### config.mk
export PLATFORM = sky130hd
export DESIGN_NAME = be_checker_top
export DESIGN_NICKNAME = d
export VERILOG_FILES = /design/src/source/be_checker_pkg.sv /design/src/source/be_dep_tracker.sv /design/src/source/be_npc_tracker.sv /design/src/source/be_detector.sv /design/src/source/be_checker_top.sv
export SDC_FILE = /design/constraint.sdc
export NUM_CORES = 1
export LEC_CHECK = 0
export ABC_CLOCK_PERIOD_IN_PS = 2500
export BUFFER_PORTS_ARGS = -buffer_cell sky130_fd_sc_hd__buf_2
export CORE_ASPECT_RATIO = 0.75
export CORE_MARGIN = 2
export CORE_UTILIZATION = 48
export CTS_BUF_LIST = sky130_fd_sc_hd__clkbuf_16
export DETAILED_ROUTE_END_ITERATION = 8
export PLACE_DENSITY = 0.77
export SYNTH_ARGS = -nofsm -noshare
export SYNTH_HDL_FRONTEND = slang
export SYNTH_HIERARCHICAL = 1
export SYNTH_SLANG_ARGS = --single-unit
export TNS_END_PERCENT = 50
### constraint.sdc
create_clock -name clk_i -period 2.5 [get_ports clk_i]
set_input_delay 0.5 -clock clk_i [delete_from_list [all_inputs] [get_ports clk_i]]
set_output_delay 0.5 -clock clk_i [all_outputs]
set_load 0.005 [all_outputs]
### src/source/be_checker_pkg.sv
// Shared constants and types of the issue checker
// Imported by the dependency tracker, the next-PC tracker, the detector and the top

package be_checker_pkg;

   // Architectural register address width (x0..x31, f0..f31)
   localparam int reg_addr_width_gp = 5;

   // Tracked producer stages
   // index 0 is EX1, 1 is EX2, 2 is IWB
   localparam int dep_stages_gp = 3;

   // Fixed-size RV instructions, no compressed support
   localparam int instr_bytes_gp = 4;

   // Writeback class of an instruction in flight
   // Determines in which stage its result becomes forwardable
   typedef enum logic [2:0] {
      // No register written, or bubble
      wb_none    = 3'd0,
      // Integer ALU result, forwardable from EX1 on
      wb_int_alu = 3'd1,
      // Integer multiply, ready after EX1
      wb_int_mul = 3'd2,
      // Integer load, ready after EX2
      wb_int_mem = 3'd3,
      // FP load, ready after EX2
      wb_fp_mem  = 3'd4,
      // FP arithmetic, ready only after IWB
      wb_fp_alu  = 3'd5
   } wb_class_e;

endpackage : be_checker_pkg

### src/source/be_dep_tracker.sv
// Records destination register and writeback class of dispatched instructions
// Three stage shift register covering EX1, EX2 and IWB, cleared on pipe poison

`timescale 1ns/100ps

module be_dep_tracker (
   input  logic                                      clk_i,
   input  logic                                      rst_n_i,

   // Valid dispatch out of ISD
   input  logic                                      commit_i,
   // Pipe poison, drops every tracked instruction
   input  logic                                      flush_i,

   // Fields of the instruction leaving ISD
   input  logic [be_checker_pkg::reg_addr_width_gp-1:0] rd_addr_i,
   input  be_checker_pkg::wb_class_e                 wb_class_i,

   // Per stage status, index 0 is EX1
   output logic [be_checker_pkg::reg_addr_width_gp-1:0]
                                                     dep_rd_addr_o [be_checker_pkg::dep_stages_gp],
   output be_checker_pkg::wb_class_e                 dep_class_o [be_checker_pkg::dep_stages_gp]
);

   import be_checker_pkg::*;

   logic [reg_addr_width_gp-1:0] rd_addr_q [dep_stages_gp];
   wb_class_e                    class_q   [dep_stages_gp];
   wb_class_e                    class_in;

   // Bubble enters EX1 when nothing is dispatched
   assign class_in = commit_i ? wb_class_i : wb_none;

   // Class decides whether a stage holds a real producer
   always_ff @(posedge clk_i or negedge rst_n_i) begin
      if (!rst_n_i) begin
         for (int i = 0; i < dep_stages_gp; i++) begin
            class_q[i] <= wb_none;
         end
      end else if (flush_i) begin
         // Poisoned instructions never write back
         for (int i = 0; i < dep_stages_gp; i++) begin
            class_q[i] <= wb_none;
         end
      end else begin
         class_q[0] <= class_in;
         for (int i = 1; i < dep_stages_gp; i++) begin
            class_q[i] <= class_q[i-1];
         end
      end
   end

   // Destination address only meaningful alongside a valid class
   always_ff @(posedge clk_i) begin
      rd_addr_q[0] <= rd_addr_i;
      for (int i = 1; i < dep_stages_gp; i++) begin
         rd_addr_q[i] <= rd_addr_q[i-1];
      end
   end

   always_comb begin
      for (int i = 0; i < dep_stages_gp; i++) begin
         dep_rd_addr_o[i] = rd_addr_q[i];
         dep_class_o[i]   = class_q[i];
      end
   end

endmodule : be_dep_tracker

### src/source/be_npc_tracker.sv
// Expected PC of the next instruction to issue
// Advances on each committed dispatch, following taken branches

`timescale 1ns/100ps

module be_npc_tracker #(
   parameter int                       vaddr_width_p    = 39,
   parameter logic [vaddr_width_p-1:0] pc_entry_point_p = '0
) (
   input  logic                     clk_i,
   input  logic                     rst_n_i,

   // Valid dispatch out of ISD
   input  logic                     commit_i,

   // PC and branch outcome of the committing instruction
   input  logic [vaddr_width_p-1:0] pc_i,
   input  logic                     br_taken_i,
   input  logic [vaddr_width_p-1:0] br_tgt_i,

   output logic [vaddr_width_p-1:0] expected_npc_o
);

   import be_checker_pkg::*;

   logic [vaddr_width_p-1:0] npc_q;
   logic [vaddr_width_p-1:0] npc_seq;

   // Fall-through address
   assign npc_seq = pc_i + vaddr_width_p'(instr_bytes_gp);

   // Holds its value while ISD is blocked or poisoned
   always_ff @(posedge clk_i or negedge rst_n_i) begin
      if (!rst_n_i) begin
         npc_q <= pc_entry_point_p;
      end else if (commit_i) begin
         npc_q <= br_taken_i ? br_tgt_i : npc_seq;
      end
   end

   assign expected_npc_o = npc_q;

endmodule : be_npc_tracker

### src/source/be_detector.sv
// Issue hazard detector, purely combinational
// Decides dispatch of the ISD instruction and drives the poison and roll controls

`timescale 1ns/100ps

module be_detector #(
   parameter int vaddr_width_p = 39
) (
   input  logic rst_n_i,

   // ISD instruction
   input  logic                                         isd_v_i,
   input  logic [vaddr_width_p-1:0]                     isd_pc_i,
   input  logic                                         isd_irs1_v_i,
   input  logic                                         isd_irs2_v_i,
   input  logic                                         isd_frs1_v_i,
   input  logic                                         isd_frs2_v_i,
   input  logic [be_checker_pkg::reg_addr_width_gp-1:0] isd_rs1_addr_i,
   input  logic [be_checker_pkg::reg_addr_width_gp-1:0] isd_rs2_addr_i,

   // Producers in EX1, EX2, IWB
   input  logic [be_checker_pkg::reg_addr_width_gp-1:0]
                                         dep_rd_addr_i [be_checker_pkg::dep_stages_gp],
   input  be_checker_pkg::wb_class_e     dep_class_i [be_checker_pkg::dep_stages_gp],

   input  logic [vaddr_width_p-1:0]      expected_npc_i,
   // Structural hazard, memory ops need the MMU
   input  logic                          mmu_cmd_rdy_i,

   // Late events from the memory pipe
   input  logic                          mem3_cache_miss_v_i,
   input  logic                          mem3_exception_v_i,
   input  logic                          mem3_ret_v_i,

   // Pipe control
   output logic                          chk_dispatch_v_o,
   output logic                          chk_roll_o,
   output logic                          chk_psn_isd_o,
   output logic                          chk_psn_ex_o,
   output logic                          isd_commit_o
);

   import be_checker_pkg::*;

   logic [dep_stages_gp-1:0] rs1_match;
   logic [dep_stages_gp-1:0] rs2_match;
   // Producer result not yet forwardable, per stage
   logic [dep_stages_gp-1:0] int_busy;
   logic [dep_stages_gp-1:0] fp_busy;
   logic [dep_stages_gp-1:0] stage_haz;
   logic                     dhaz_v;
   logic                     shaz_v;
   logic                     mispredict_v;
   logic                     mem3_flush_v;

   always_comb begin
      for (int i = 0; i < dep_stages_gp; i++) begin
         // x0 is hardwired, never a dependency
         rs1_match[i] = (isd_rs1_addr_i != '0) & (isd_rs1_addr_i == dep_rd_addr_i[i]);
         rs2_match[i] = (isd_rs2_addr_i != '0) & (isd_rs2_addr_i == dep_rd_addr_i[i]);
      end

      // EX1 waits on mul and loads, plus any FP producer
      int_busy[0] = (dep_class_i[0] == wb_int_mul) | (dep_class_i[0] == wb_int_mem);
      fp_busy[0]  = (dep_class_i[0] == wb_fp_mem) | (dep_class_i[0] == wb_fp_alu);
      // EX2 integer load still outstanding
      int_busy[1] = (dep_class_i[1] == wb_int_mem);
      fp_busy[1]  = (dep_class_i[1] == wb_fp_mem) | (dep_class_i[1] == wb_fp_alu);
      // IWB only FP arithmetic left
      int_busy[2] = 1'b0;
      fp_busy[2]  = (dep_class_i[2] == wb_fp_alu);

      for (int i = 0; i < dep_stages_gp; i++) begin
         stage_haz[i] = (int_busy[i] & ((isd_irs1_v_i & rs1_match[i])
                                      | (isd_irs2_v_i & rs2_match[i])))
                      | (fp_busy[i]  & ((isd_frs1_v_i & rs1_match[i])
                                      | (isd_frs2_v_i & rs2_match[i])));
      end
   end

   assign dhaz_v = |stage_haz;
   assign shaz_v = ~mmu_cmd_rdy_i;

   // Wrong path instruction reached ISD
   assign mispredict_v = isd_v_i & (isd_pc_i != expected_npc_i);
   assign mem3_flush_v = mem3_cache_miss_v_i | mem3_exception_v_i | mem3_ret_v_i;

   assign chk_dispatch_v_o = ~(dhaz_v | shaz_v);
   // Miss replays from the missing load
   assign chk_roll_o       = mem3_cache_miss_v_i;
   // Both poisons forced during reset
   assign chk_psn_isd_o    = ~rst_n_i | mispredict_v | mem3_flush_v;
   assign chk_psn_ex_o     = ~rst_n_i | mem3_flush_v;

   // Instruction actually enters EX1
   assign isd_commit_o = chk_dispatch_v_o & isd_v_i & ~chk_psn_isd_o;

endmodule : be_detector

### src/source/be_checker_top.sv
// Issue checker of the in-order back end
// Dependency tracker and next-PC register feed the combinational detector

`timescale 1ns/100ps

module be_checker_top #(
   parameter int                       vaddr_width_p    = 39,
   parameter logic [vaddr_width_p-1:0] pc_entry_point_p = vaddr_width_p'('h8000_0000)
) (
   input  logic                                         clk_i,
   input  logic                                         rst_n_i,

   // ISD instruction fields, held stable by the front end while blocked
   input  logic                                         isd_v_i,
   input  logic [vaddr_width_p-1:0]                     isd_pc_i,
   input  logic [be_checker_pkg::reg_addr_width_gp-1:0] isd_rs1_addr_i,
   input  logic [be_checker_pkg::reg_addr_width_gp-1:0] isd_rs2_addr_i,
   input  logic                                         isd_irs1_v_i,
   input  logic                                         isd_irs2_v_i,
   input  logic                                         isd_frs1_v_i,
   input  logic                                         isd_frs2_v_i,
   input  logic [be_checker_pkg::reg_addr_width_gp-1:0] isd_rd_addr_i,
   input  be_checker_pkg::wb_class_e                    isd_wb_class_i,
   input  logic                                         isd_br_taken_i,
   input  logic [vaddr_width_p-1:0]                     isd_br_tgt_i,

   input  logic                                         mmu_cmd_rdy_i,
   input  logic                                         mem3_cache_miss_v_i,
   input  logic                                         mem3_exception_v_i,
   input  logic                                         mem3_ret_v_i,

   output logic                                         chk_dispatch_v_o,
   output logic                                         chk_roll_o,
   output logic                                         chk_psn_isd_o,
   output logic                                         chk_psn_ex_o
);

   import be_checker_pkg::*;

   logic                         isd_commit;
   logic                         chk_psn_ex;
   logic [reg_addr_width_gp-1:0] dep_rd_addr [dep_stages_gp];
   wb_class_e                    dep_class   [dep_stages_gp];
   logic [vaddr_width_p-1:0]     expected_npc;

   // Producers in flight
   be_dep_tracker u_dep_tracker (
      .clk_i         (clk_i),
      .rst_n_i       (rst_n_i),
      .commit_i      (isd_commit),
      .flush_i       (chk_psn_ex),
      .rd_addr_i     (isd_rd_addr_i),
      .wb_class_i    (isd_wb_class_i),
      .dep_rd_addr_o (dep_rd_addr),
      .dep_class_o   (dep_class)
   );

   be_npc_tracker #(
      .vaddr_width_p    (vaddr_width_p),
      .pc_entry_point_p (pc_entry_point_p)
   ) u_npc_tracker (
      .clk_i          (clk_i),
      .rst_n_i        (rst_n_i),
      .commit_i       (isd_commit),
      .pc_i           (isd_pc_i),
      .br_taken_i     (isd_br_taken_i),
      .br_tgt_i       (isd_br_tgt_i),
      .expected_npc_o (expected_npc)
   );

   be_detector #(
      .vaddr_width_p (vaddr_width_p)
   ) u_detector (
      .rst_n_i             (rst_n_i),
      .isd_v_i             (isd_v_i),
      .isd_pc_i            (isd_pc_i),
      .isd_irs1_v_i        (isd_irs1_v_i),
      .isd_irs2_v_i        (isd_irs2_v_i),
      .isd_frs1_v_i        (isd_frs1_v_i),
      .isd_frs2_v_i        (isd_frs2_v_i),
      .isd_rs1_addr_i      (isd_rs1_addr_i),
      .isd_rs2_addr_i      (isd_rs2_addr_i),
      .dep_rd_addr_i       (dep_rd_addr),
      .dep_class_i         (dep_class),
      .expected_npc_i      (expected_npc),
      .mmu_cmd_rdy_i       (mmu_cmd_rdy_i),
      .mem3_cache_miss_v_i (mem3_cache_miss_v_i),
      .mem3_exception_v_i  (mem3_exception_v_i),
      .mem3_ret_v_i        (mem3_ret_v_i),
      .chk_dispatch_v_o    (chk_dispatch_v_o),
      .chk_roll_o          (chk_roll_o),
      .chk_psn_isd_o       (chk_psn_isd_o),
      .chk_psn_ex_o        (chk_psn_ex),
      .isd_commit_o        (isd_commit)
   );

   // Pipe poison also clears the tracker
   assign chk_psn_ex_o = chk_psn_ex;

endmodule : be_checker_top

### Word level (Yosys, flattened, before mapping)

Memory sizes are Yosys's and may differ from the RTL's.
Cells that the tools add are included.

* word-level logic and storage cells: 71
* RAM bits: 15
* output and inout port bits: 4
* memories: 1
* bits in registers: 48

Memories
* u_dep_tracker.rd_addr_q: depth 3, width 5, rd ports 3, clocked after Yosys merged registers in 0, write ports 3, RTL line be_dep_tracker.sv:27 `logic [reg_addr_width_gp-1:0] rd_addr_q [dep_stages_gp];`

* reductions and logical operators: 3
* add/sub/neg operators: 1
* multiplexer cells: 3
* bitwise logic cells: 44
* eq/ne operators: 15

Operators by type and width (number)
* 39-bit by 3-bit adder with 39-bit output (second input constant): 1
* 39-bit 2-to-1 mux: 1
* 39-bit != test: 1
* 5-bit == test: 6
* 1-bit AND: 24
* 1-bit OR: 16
* 3-bit == test (second input constant): 5
* 5-bit nonzero test: 2
* 3-bit by 2-bit == test with 1-bit output (second input constant): 3
* 9-bit 2-to-1 mux: 1
* 1-bit NOT: 4
* 3-bit 2-to-1 mux: 1
* 3-bit OR reduction: 1

### Logic depth before layout (Yosys ltp)

Gate-level depths: netlist (run 1).
An unclocked memory read counts as a cell.

* depth after elaboration: 14
* mapped depth: 11
* gate-level depth less buffers: 10

### Cells and area by module

Netlist (run 1), hierarchy kept.

Modules (own cells, without submodules)
* be_npc_tracker: seq. area each 977.2 sq um, times used 1, cells an instance 317, area each 2702.6 sq um
* be_detector: seq. area each 0.0 sq um, times used 1, cells an instance 124, area each 958.4 sq um
* be_dep_tracker: seq. area each 525.5 sq um, times used 1, cells an instance 33, area each 608.1 sq um

### Worst setup path after synthesis (run 1)

Ideal clock, no wire load.

* kind: input-to-reg
* start point: input port isd_rs1_addr_i[0] (netlist name)
* end point: register u_npc_tracker.npc_q[28], in the netlist u_npc_tracker/expected_npc_o[28]
* cell stages on the path: 11
* slack: -0.267 ns
* arrival time: 2.645 ns
* cells stage by stage: or4_4 -> nor2_2 -> nor4_1 -> a311oi_2 -> o311a_1 -> and2_1 -> clkbuf_1 -> buf_1 -> nand2_1 -> o21ai_0 -> nand2_1

* longest elaborated chain between the ends: 11
* elaborated cells between the ends (all ways): 29

Ends and longest elaborated chain
* start, declared: RTL line be_checker_top.sv:16 `input logic [be_checker_pkg::reg_addr_width_gp-1:0] isd_rs1_addr_i,`
* 5-bit == test / 5-bit nonzero test (equally long branches): RTL line be_detector.sv:59 `rs1_match[i] = (isd_rs1_addr_i != '0) & (isd_rs1_addr_i == dep_rd_addr_i[i]);`
* 1-bit AND: RTL line be_detector.sv:59
* 1-bit AND (on tied branches): RTL line be_detector.sv:74, be_detector.sv:76
* 1-bit OR (on tied branches): RTL line be_detector.sv:75, be_detector.sv:77
* 1-bit AND (on tied branches): RTL line be_detector.sv:74, be_detector.sv:76
* 1-bit OR: RTL line be_detector.sv:76 `| (fp_busy[i] & ((isd_frs1_v_i & rs1_match[i])`
* 3-bit OR reduction *: RTL line be_detector.sv:81 `assign dhaz_v = |stage_haz;`
* 1-bit OR *: RTL line be_detector.sv:88 `assign chk_dispatch_v_o = ~(dhaz_v | shaz_v);`
* 1-bit NOT *: RTL line be_detector.sv:88
* via chk_dispatch_v_o: RTL line be_checker_top.sv:32 `output logic chk_dispatch_v_o,`
* 1-bit AND * (2 in series): RTL line be_detector.sv:96 `assign isd_commit_o = chk_dispatch_v_o & isd_v_i & ~chk_psn_isd_o;`
* via isd_commit: RTL line be_checker_top.sv:40 `logic isd_commit;`
* end signal, assigned: RTL line be_npc_tracker.sv:35 `npc_q <= pc_entry_point_p;`
* end signal, assigned: RTL line be_npc_tracker.sv:37 `npc_q <= br_taken_i ? br_tgt_i : npc_seq;`
* end, declared: RTL line be_npc_tracker.sv:26 `logic [vaddr_width_p-1:0] npc_q;`

Mark *: on every way through the listed nets, which the timed path passes. The rest lies on a longest branch.
A chain may end at the register's enable or synchronous reset.

### Worst setup path after layout (run 1)

* start point: input port isd_rs1_addr_i[2] (netlist name)
* end point: register u_npc_tracker.npc_q[4], in the netlist u_npc_tracker/expected_npc_o[4]

* longest elaborated chain between the ends: 11
* elaborated cells between the ends (all ways): 29

Ends and longest elaborated chain (RTL line)
* 5-bit == test / 5-bit nonzero test (equally long branches): be_detector.sv:59
* 1-bit AND: be_detector.sv:59
* 1-bit AND (on tied branches): be_detector.sv:74, be_detector.sv:76
* 1-bit OR (on tied branches): be_detector.sv:75, be_detector.sv:77
* 1-bit AND (on tied branches): be_detector.sv:74, be_detector.sv:76
* 1-bit OR: be_detector.sv:76
* 3-bit OR reduction *: be_detector.sv:81
* 1-bit OR *: be_detector.sv:88
* 1-bit NOT *: be_detector.sv:88
* 1-bit AND * (2 in series): be_detector.sv:96
* via isd_commit: be_checker_top.sv:40

Marks and branches as above.

==> results list, run 1 <==
- The run finished, with violations left.
- The checks that failed: design-rule violations, negative setup slack.
- Max-cap violation count: 0
- Global routing finished with a remaining overflow of 0.
* Number of remaining DRC errors: 7
* Antenna violations before repair: 0
- Layout cell share with drive strength beyond 1: 40.5%
- For this design, the CTS-stage hold fixing added 0 buffers.
* Post-synthesis sequential element count: 63
- Per report_power, the sequential group accounts for 38.2% of the total.
- In this run the worst hold path is classified as in2reg.
* Vertical die dimension: 85.7 µm
* Initial cell density of the core: roughly half
- Required time at the endpoint of the critical path: 2.72 ns
- Buffer and inverter count on the worst path: 3
* Standard-cell row count: 29
- Depth of the CTS H-tree: 3
- Achievable Freq: ~0.4 GHz
* Net Sw Power: 721 µW
- After synthesis, the largest family of logic cells by area is simple AND/OR/NAND/NOR gates.
* Setup ws final: -0.0493 ns
* Global-route wire length before repair: 21400 µm
- Sequential cells were found to cover 35.2% of the synthesized design area.
- VDD IR max: ~0.36 mV
* Ratio of final minimum period to clock period: 102%
* Critical Path End Type: flop
* Met2 wirelength from detailed routing: between 6000 and 7000 µm
* WS Path Type: in2reg
- Summing the areas of all and, or, nand and nor instances in the mapped netlist gives 26.9% of the synthesized area.
- Worst Min Path Start: isd_rd_addr_i[4]
- Clk Latency, worst-skew pair: 0.34 ns
- The area growth from synthesis to layout is 41.1%.
- Across every metal layer, demand over resource in global routing totals 28.6%.
- Net switching is roughly a quarter of the power.
- Period minus WS final: ~2.5 ns
- CTS Sinks: 63
* Fraction of the mapped netlist area in compound gates: 11.9%
- After detailed routing, the number of vias per cell comes to 5.88.
- After detailed routing, the met3 layer carries 1450 µm of wire.
* Leakage power figure: between 0.002 and 0.003 µW
- HPWL Detailed: ~10000 µm
- In this run the power density over the cells is 453 nW/µm².
- Yosys warns: 6
- Standard cell core area: around 8600 µm²
- Post-DRT Antenna Nets: 0
- Share of flip-flops with an asynchronous set or reset: 76.2%
* Reg-to-Reg Start: u_npc_tracker/expected_npc_o[25]
- The pre-antenna-repair detailed-routing pass consisted of 8 iterations.
- Internal power comes to around 2000 µW.
- Among all flip-flop cells after synthesis, the most frequent one is sky130_fd_sc_hd__dfrtp_1.
* Clock-pin slew on the worst setup and hold paths: 0.05 ns
* Adder-cell share of the synthesized area: less than 1%
- The layout has 605 filler cells.
- The number of hold-slack violations in the final timing report came to 0.
* Slew at the pin with the worst max-slew slack: 0.654 ns
* Synthesized-area fraction occupied by xor and xnor cells: 19.5%
* CP Launch Type: input pin
* Synthesized netlist net count: 583
- Synthesis produced about 470 cells.
* Wl on met1: between 6000 and 7000 µm
- TritonCTS clock tree: built
- Top cell family by delay on the critical path: simple AND/OR/NAND/NOR gates
- In this run the top signal layer used is met4.
- Entering global routing, the biggest net connects 49 pins.
- Cell area after technology mapping: 4270 µm²
- Clock tree synthesis inserted a total of 9 buffers.
- Largest driver fanout on the critical path: 12
* Detailed-route via count: 4482
- RSZ-0062 raised after global routing: yes
- Number of top-level pins: 112
- Number of enable flip-flop cells after synthesis: 0
- Crit-path max cell delay: between 0.5 and 0.6 ns
- Final-report setup violation count: 11
- Most common cell after layout, fill and taps aside: sky130_fd_sc_hd__buf_2
- Floorplan die width: roughly 110 µm
* Drt total wl: 14400 µm
* Critical path's slowest cell: sky130_fd_sc_hd__or4_4
- Number of port buffers: 111
- Average detailed-routed wire length per instance: 18.9 µm
- In this run the deepest clock path goes through 2 buffers.
- The worst pin sits at a relative slew slack of 56.4%.
* Commonest non-fill, non-tap cells in the layout: sky130_fd_sc_hd__buf_2, sky130_fd_sc_hd__xnor2_1, sky130_fd_sc_hd__buf_4
* Final Net Count: 758
- Worst hold slack after final layout: approximately 0.26 ns
- The number of different library cells used by synthesis comes to 63.
- Fin Clk Skew: 0.00588 ns
* Place WS: -0.270 ns
* Combinational share of power: between 15 and 20%
* Die Area: between 9000 and 10000 µm²
* Gp weighted congestion: between 0.9 and 1
- CTS root buffer: sky130_fd_sc_hd__clkbuf_16
- Final Slew Violations: 0
- The number of global-route vias before repair was around 4300.
- Multiplexer share of the synthesized area: around 2.4%
- Cell-by-cell trace of the critical path: buf_6 > or4_4 > nor2_4 > nor4_4 > a311oi_2 > o311a_1 > buf_6 > and2_4 > buf_12 > mux2_2
- The detailed router finished its first iteration with 468 violations.
- Share of power burned in the clock network: about 45%
* Crit path top cell by count: sky130_fd_sc_hd__buf_6
- Data arrives at the worst endpoint at 2.77 ns.
* Critical path startpoint: isd_rs1_addr_i[2]
- N_diodes: 0
- Each instance of the synthesized netlist takes up on average 9.01 µm².
-- layer usage --
| metal | GRT usage (%) | vias to the layer above |
|---|---|---|
| met3 | 8.06 | 44 |
| met5 | 0 | - |
| met1 | 40.2 | 2116 |
| li1 | - | 2044 |
| met2 | 43.6 | 278 |
| met4 | 8.20 | 0 |
-- synth_stat cells, drive strengths merged (4+ instances only) --
master	instances	share of area [%]
dfxtp	15	7.0
o22ai	4	0.59
o21ai	34	4.1
mux2i	7	1.6
nand2	52	4.7
inv	21	1.8
nor4	18	3.8
xnor2	72	15
o221ai	13	3.0
buf	6	0.82
nor2	21	1.9
and2	5	0.76
xor2	23	4.7
nand4	23	4.0
and3	5	0.76
nor3	8	1.2
and2b	6	1.2
dfrtp	47	28
nand3	31	4.2
a21oi	8	0.94
clkbuf	12	1.1
-- power by group through the flow --
stage	clock (µW)	combinational, µW	sequential, µW
after floorplan	0	161	1060
final	1230	459	1040
after global routing	1290	490	1050
after CTS	1230	437	1040
after detailed placement	0	424	1060
after global placement	0	416	1060
-- registers in the layout, summed over array words and instances (netlist names) --
signal and flops:
u_npc_tracker/expected_npc_o 39, u_dep_tracker/rd_addr_q 15, u_dep_tracker/dep_class_o 9
-- cells by family after synthesis --
logic type	after synthesis
multiplexers	10
AND/OR/NAND/NOR	190
XOR/XNOR	95
AO/OA/AOI/OAI	75
adder cells (fa/ha/maj)	1
flip-flops	63
buffers and inverters	40
-- worst reg2reg max path: cells and delay by family, from the launching register on --
kind                      cells  cell delay [ns]
and+or+nand+nor               5             1.04
DFF                           1             0.40
xor gates and xnor gates      1             0.25
buffers and inverters         2             0.34
muxes                         1             0.34
-- path summary, 6_finish.rpt --
check | depth (start not counted) | end | slack (ns)
setup / recovery | 10 | u_npc_tracker/expected_npc_o[4] | -0.05
hold / removal | 1 | u_dep_tracker/rd_addr_q[0][4] | 0.26
setup reg to reg | 9 | u_npc_tracker/expected_npc_o[4] | 0
hold reg to reg | 0 | u_dep_tracker/rd_addr_q[0][9] | 0.39
max in group asynchronous | 2 | u_npc_tracker/expected_npc_o[2] | 1.65
min in group asynchronous | 2 | u_npc_tracker/expected_npc_o[11] | 0.40
-- final cells by class --
| type | count | area, µm² | area share [%] |
|---|---|---|---|
| inverters | 22 | 82.6 | 1.37 |
| flip-flops and latches | 63 | 1500 | 25.0 |
| repair buffers | 182 | 1230 | 20.5 |
| multi-input cells | 371 | 2780 | 46.1 |
| well taps | 108 | 135 | 2.24 |
| clock buffers | 9 | 225 | 3.74 |
| clock inverters | 7 | 65.1 | 1.08 |
-- per-stage QoR --
stage	instances	util [%]	area, µm²	power (µW)	TNS [ns]
2_1_floorplan	474	-	4280	1220	0
5_1_grt	762	70.3	6020	2820	-4.55
3_5_place_dp	738	63.2	5410	1490	-7.11
6_report	762	70.3	6020	2730	-0.244
3_3_place_gp	738	63.2	5410	1480	-6.09
4_1_cts	755	67.4	5780	2710	0
-- what timing repair did --
action                                  4_1_cts  5_1_grt
setup buffers                                 2        4
endpoints found under the setup margin        2       30
gates cloned                                  0        3
pin swaps                                    11        8
gates resized for setup                      11       36
Power figures use the tool's default switching activity.
==> run 2, diff against run 1 <==
--- a/config.mk
+++ b/config.mk
@@ -9,10 +9,9 @@
 export BUFFER_PORTS_ARGS = -buffer_cell sky130_fd_sc_hd__buf_2
 export CORE_ASPECT_RATIO = 0.75
 export CORE_MARGIN = 2
-export CORE_UTILIZATION = 48
+export CORE_UTILIZATION = 25
 export CTS_BUF_LIST = sky130_fd_sc_hd__clkbuf_16
 export DETAILED_ROUTE_END_ITERATION = 8
-export PLACE_DENSITY = 0.77
 export SYNTH_ARGS = -nofsm -noshare
 export SYNTH_HDL_FRONTEND = slang
 export SYNTH_HIERARCHICAL = 1
==> run 2 against run 1 <==
The flow finishes with violations (negative setup slack). Global-route usage fell by 13 points. Clock power is 11% lower. Routed wire length shrank 4.2%. Non-clock buffer count decreased by 8. Count of clock-buffer cells in the layout is the same. First-iteration DRC count shrank 49%. Sequential share of layout area rose by 0.41 points. Core utilization is 35 points lower. Die area up 88%. Sequential cell count did not move. Maximum frequency rose by 0.73%. Cell area is 1.7% lower.
==> results list, run 2 (synthesized netlist as in run 1, its figures left out) <==
- The worst setup margin came to -0.0309 ns (+0.0185 ns).
- Number of remaining DRC errors: 0 (-7)
- The number of iterations in the first detailed-routing pass was 5 (-3).
* Arrival time at the worst endpoint: 2.03 ns (-0.74 ns)
- RSZ-0062 raised after global routing: yes
- Largest driver fanout on the critical path: 2 (-10)
* VDD IR max: 0.241 mV (-32%)
- Cell count of the worst hold path: 1 (unchanged)
* CTS Sinks: 63 (unchanged)
- The flow ran to the end, but the final reports show violations.
- The library cell used most frequently in the layout, excluding fill and tap cells, is sky130_fd_sc_hd__buf_2.
* CP Launch Type: input pin
- The number of global-route vias before repair is 4230 (-1.4%).
- The die outline width is 155 µm (+37%).
* Global-route wire length before repair: 21500 µm (+0.16%)
- The post-route clock period utilization was 101% (-0.74 points).
- Average detailed-routed wire length per instance: 16.0 µm (-15%)
- The worst-margin pin slew is 0.663 ns (+0.00922 ns).
- Layout cell share with drive strength beyond 1: 37.2% (-3.4 points)
- Crit-path max cell delay: 0.53 ns (-0.03 ns)
- The initial antenna violation count was 1 (+1).
- Worst min-delay path category: in2reg
- HPWL Detailed: 10700 µm (+4.0%)
- N_diodes: 0 (unchanged)
* Max FFs per register: 39 (unchanged)
- Cells after DPL: 837 (+13%)
- Worst reg2reg path endpoint: u_npc_tracker/expected_npc_o[4]
* Final Net Count: 750 (-1.1%)
- Critical path's slowest cell: sky130_fd_sc_hd__or4_4
- The maximum clock frequency is 0.395 GHz (+0.73%).
* R2R depth: 9 (unchanged)
- The total core area came to 16800 µm² (+96%).
- Final core area utilization: 35.3% (-35 points)
* Die Area: 18100 µm² (+88%)
- The data required time of the worst path is 2.00 ns (-0.72 ns).
- Fin cells: 861 (+13%)
- Worst hold slack after final layout: 0.275 ns (+0.0125 ns)
* Hold EP: u_dep_tracker/rd_addr_q[0][1]
* Pin count of the biggest net entering global routing: 49 (unchanged)
* Standard-cell row count: 41 (+41%)
- The number of nets with antenna violations after detailed routing is 0 (unchanged).
* Commonest non-fill, non-tap cells in the layout: sky130_fd_sc_hd__buf_2, sky130_fd_sc_hd__xnor2_1, sky130_fd_sc_hd__buf_4
* Period minus WS final: 2.53 ns (-0.0185 ns)
- TritonCTS Buffers: 9 (unchanged)
- Critical path startpoint: isd_rs2_addr_i[0]
- The total power consumption of the routed design is 2570 µW (-6.0%).
- TritonCTS built the clock tree.
- The source-to-sink clock delay at the later pin of the worst-skew pair was 0.33 ns (about the same).
- The starting density of the core came to 25.4% (-24 points).
* Final-report setup violation count: 1 (-10)
- Leakage power figure: 0.00257 µW (-2.4%)
* Drt total wl: 13800 µm (-4.2%)
- CTS Buffer Depth: 2 (unchanged)
- The number of hold-slack violations in the final timing report was 0 (unchanged).
* Hold buffers post-CTS: 0 (unchanged)
* Overflow after GRT: 0 (unchanged)
* Depth of the CTS H-tree: 3 (unchanged)
- Clock-pin slew on the worst setup and hold paths: 0.05 ns (about the same)
* Global router's overall resource usage: 15.4% (-13 points)
- Power density of the placed cells: 433 nW/µm² (-4.4%)
- Number of top-level pins: 112 (unchanged)
* Max-cap violation count: 0 (unchanged)
- WS Path Type: in2out
- Crit path top cell by count: sky130_fd_sc_hd__buf_2
- DR vias/cell: 4.81 (-18%)
* Violations in the final reports: negative setup slack
- The y dimension of the die came to 117 µm (+37%).
- Worst slew margin relative to its limit: 55.8% (-0.61 points)
- Starting DRT DRC Count: 239 (-49%)
- The final worst clock skew was 0.00452 ns (-0.00136 ns).
- The via count came to 4140 (-7.6%).
- The worst hold path begins at isd_rd_addr_i[1].
- Reg-to-Reg Start: u_npc_tracker/expected_npc_o[37]
* Register-to-register path setup slack: 0.14 ns (+0.14 ns)
- The global placer's final weighted congestion is 0.867 (-7.8%).
* Cell-by-cell trace of the critical path: buf_2 > or4_4 > nor2_1 > o41ai_1 > a311oi_2 > o311a_1 > buf_4 > buf_2
- Compared with the post-synthesis result, the final layout area differs by 38.7%.
- The total count of max-transition violations in the final report was 0 (unchanged).
- The total of buffers placed on input and output ports came to 111 (unchanged).
* CTS root buffer: sky130_fd_sc_hd__clkbuf_16
* Critical Path End Type: primary output
run 2: cell count changes in the layout (fill, tap and decap cells not counted), moves of 4 or more:
cell	previous run	this run
sky130_fd_sc_hd__o221ai_1	6	11
sky130_fd_sc_hd__o21ai_1	20	14
sky130_fd_sc_hd__nand3_2	6	2
sky130_fd_sc_hd__nand3_1	24	28
sky130_fd_sc_hd__o21ai_0	13	19
sky130_fd_sc_hd__o221ai_2	7	2
run 2: worst max path at each step:
stage | cells after the start | slack (ns) | endpoint
floorplan | 11 | 0.03 | u_npc_tracker/expected_npc_o[28]
finish | 8 | -0.03 | chk_dispatch_v_o
global placement | 10 | -0.23 | u_npc_tracker/expected_npc_o[32]
CTS | 8 | -0.004 | chk_dispatch_v_o
detailed placement | 10 | -0.21 | u_npc_tracker/expected_npc_o[32]
global route | 7 | -0.09 | chk_psn_isd_o
run 2: repair_timing:
item,CTS,global route
resized for setup,7,16
cloned,0,2
endpoints found under the setup margin,12,39
setup buffers,1,6
pin swaps,9,12
run 2: layout make-up:
type,instances,area (µm²)
clock inverters,7,31.3
well taps,215,269
inverters,22,82.6
clock buffers,9,225
flip-flops and latches,63,1500
fillers,1741,10900
repair buffers,174,1110
multi-input cells,371,2700
run 2: worst max-delay path: cells and delay by family:
kind | cells | cell delay, ns
AND/OR/NAND/NOR | 2 | 0.68
AO/OA/AOI/OAI | 3 | 0.52
buffers and inverters | 3 | 0.32
run 2: layer usage:
layer  GRT usage, %  part of all wire (%)  wire length (µm)
met1           21.3                    49              6750
met2           24.1                    43              5910
met3           3.94                   7.0               962
met4           3.83                   1.1               148
met5              0                     0                 0
run 2: metrics by stage:
step,worst slack [ns],TNS [ns],cell area [µm²]
final,-0.0309,-0.0309,5920
after global routing,-0.0895,-0.216,5920
after CTS,-0.00414,-0.00414,5760
after detailed placement,-0.208,-5.89,5460
after global placement,-0.230,-7.04,5460
after floorplan,0.0272,0,4280
run 2: power by group:
part / total, µW / internal, µW / switching [µW]
clock network: 1100 / 652 / 446
logic: 424 / 202 / 222
registers: 1040 / 1030 / 12.9
total: 2570 / 1880 / 681
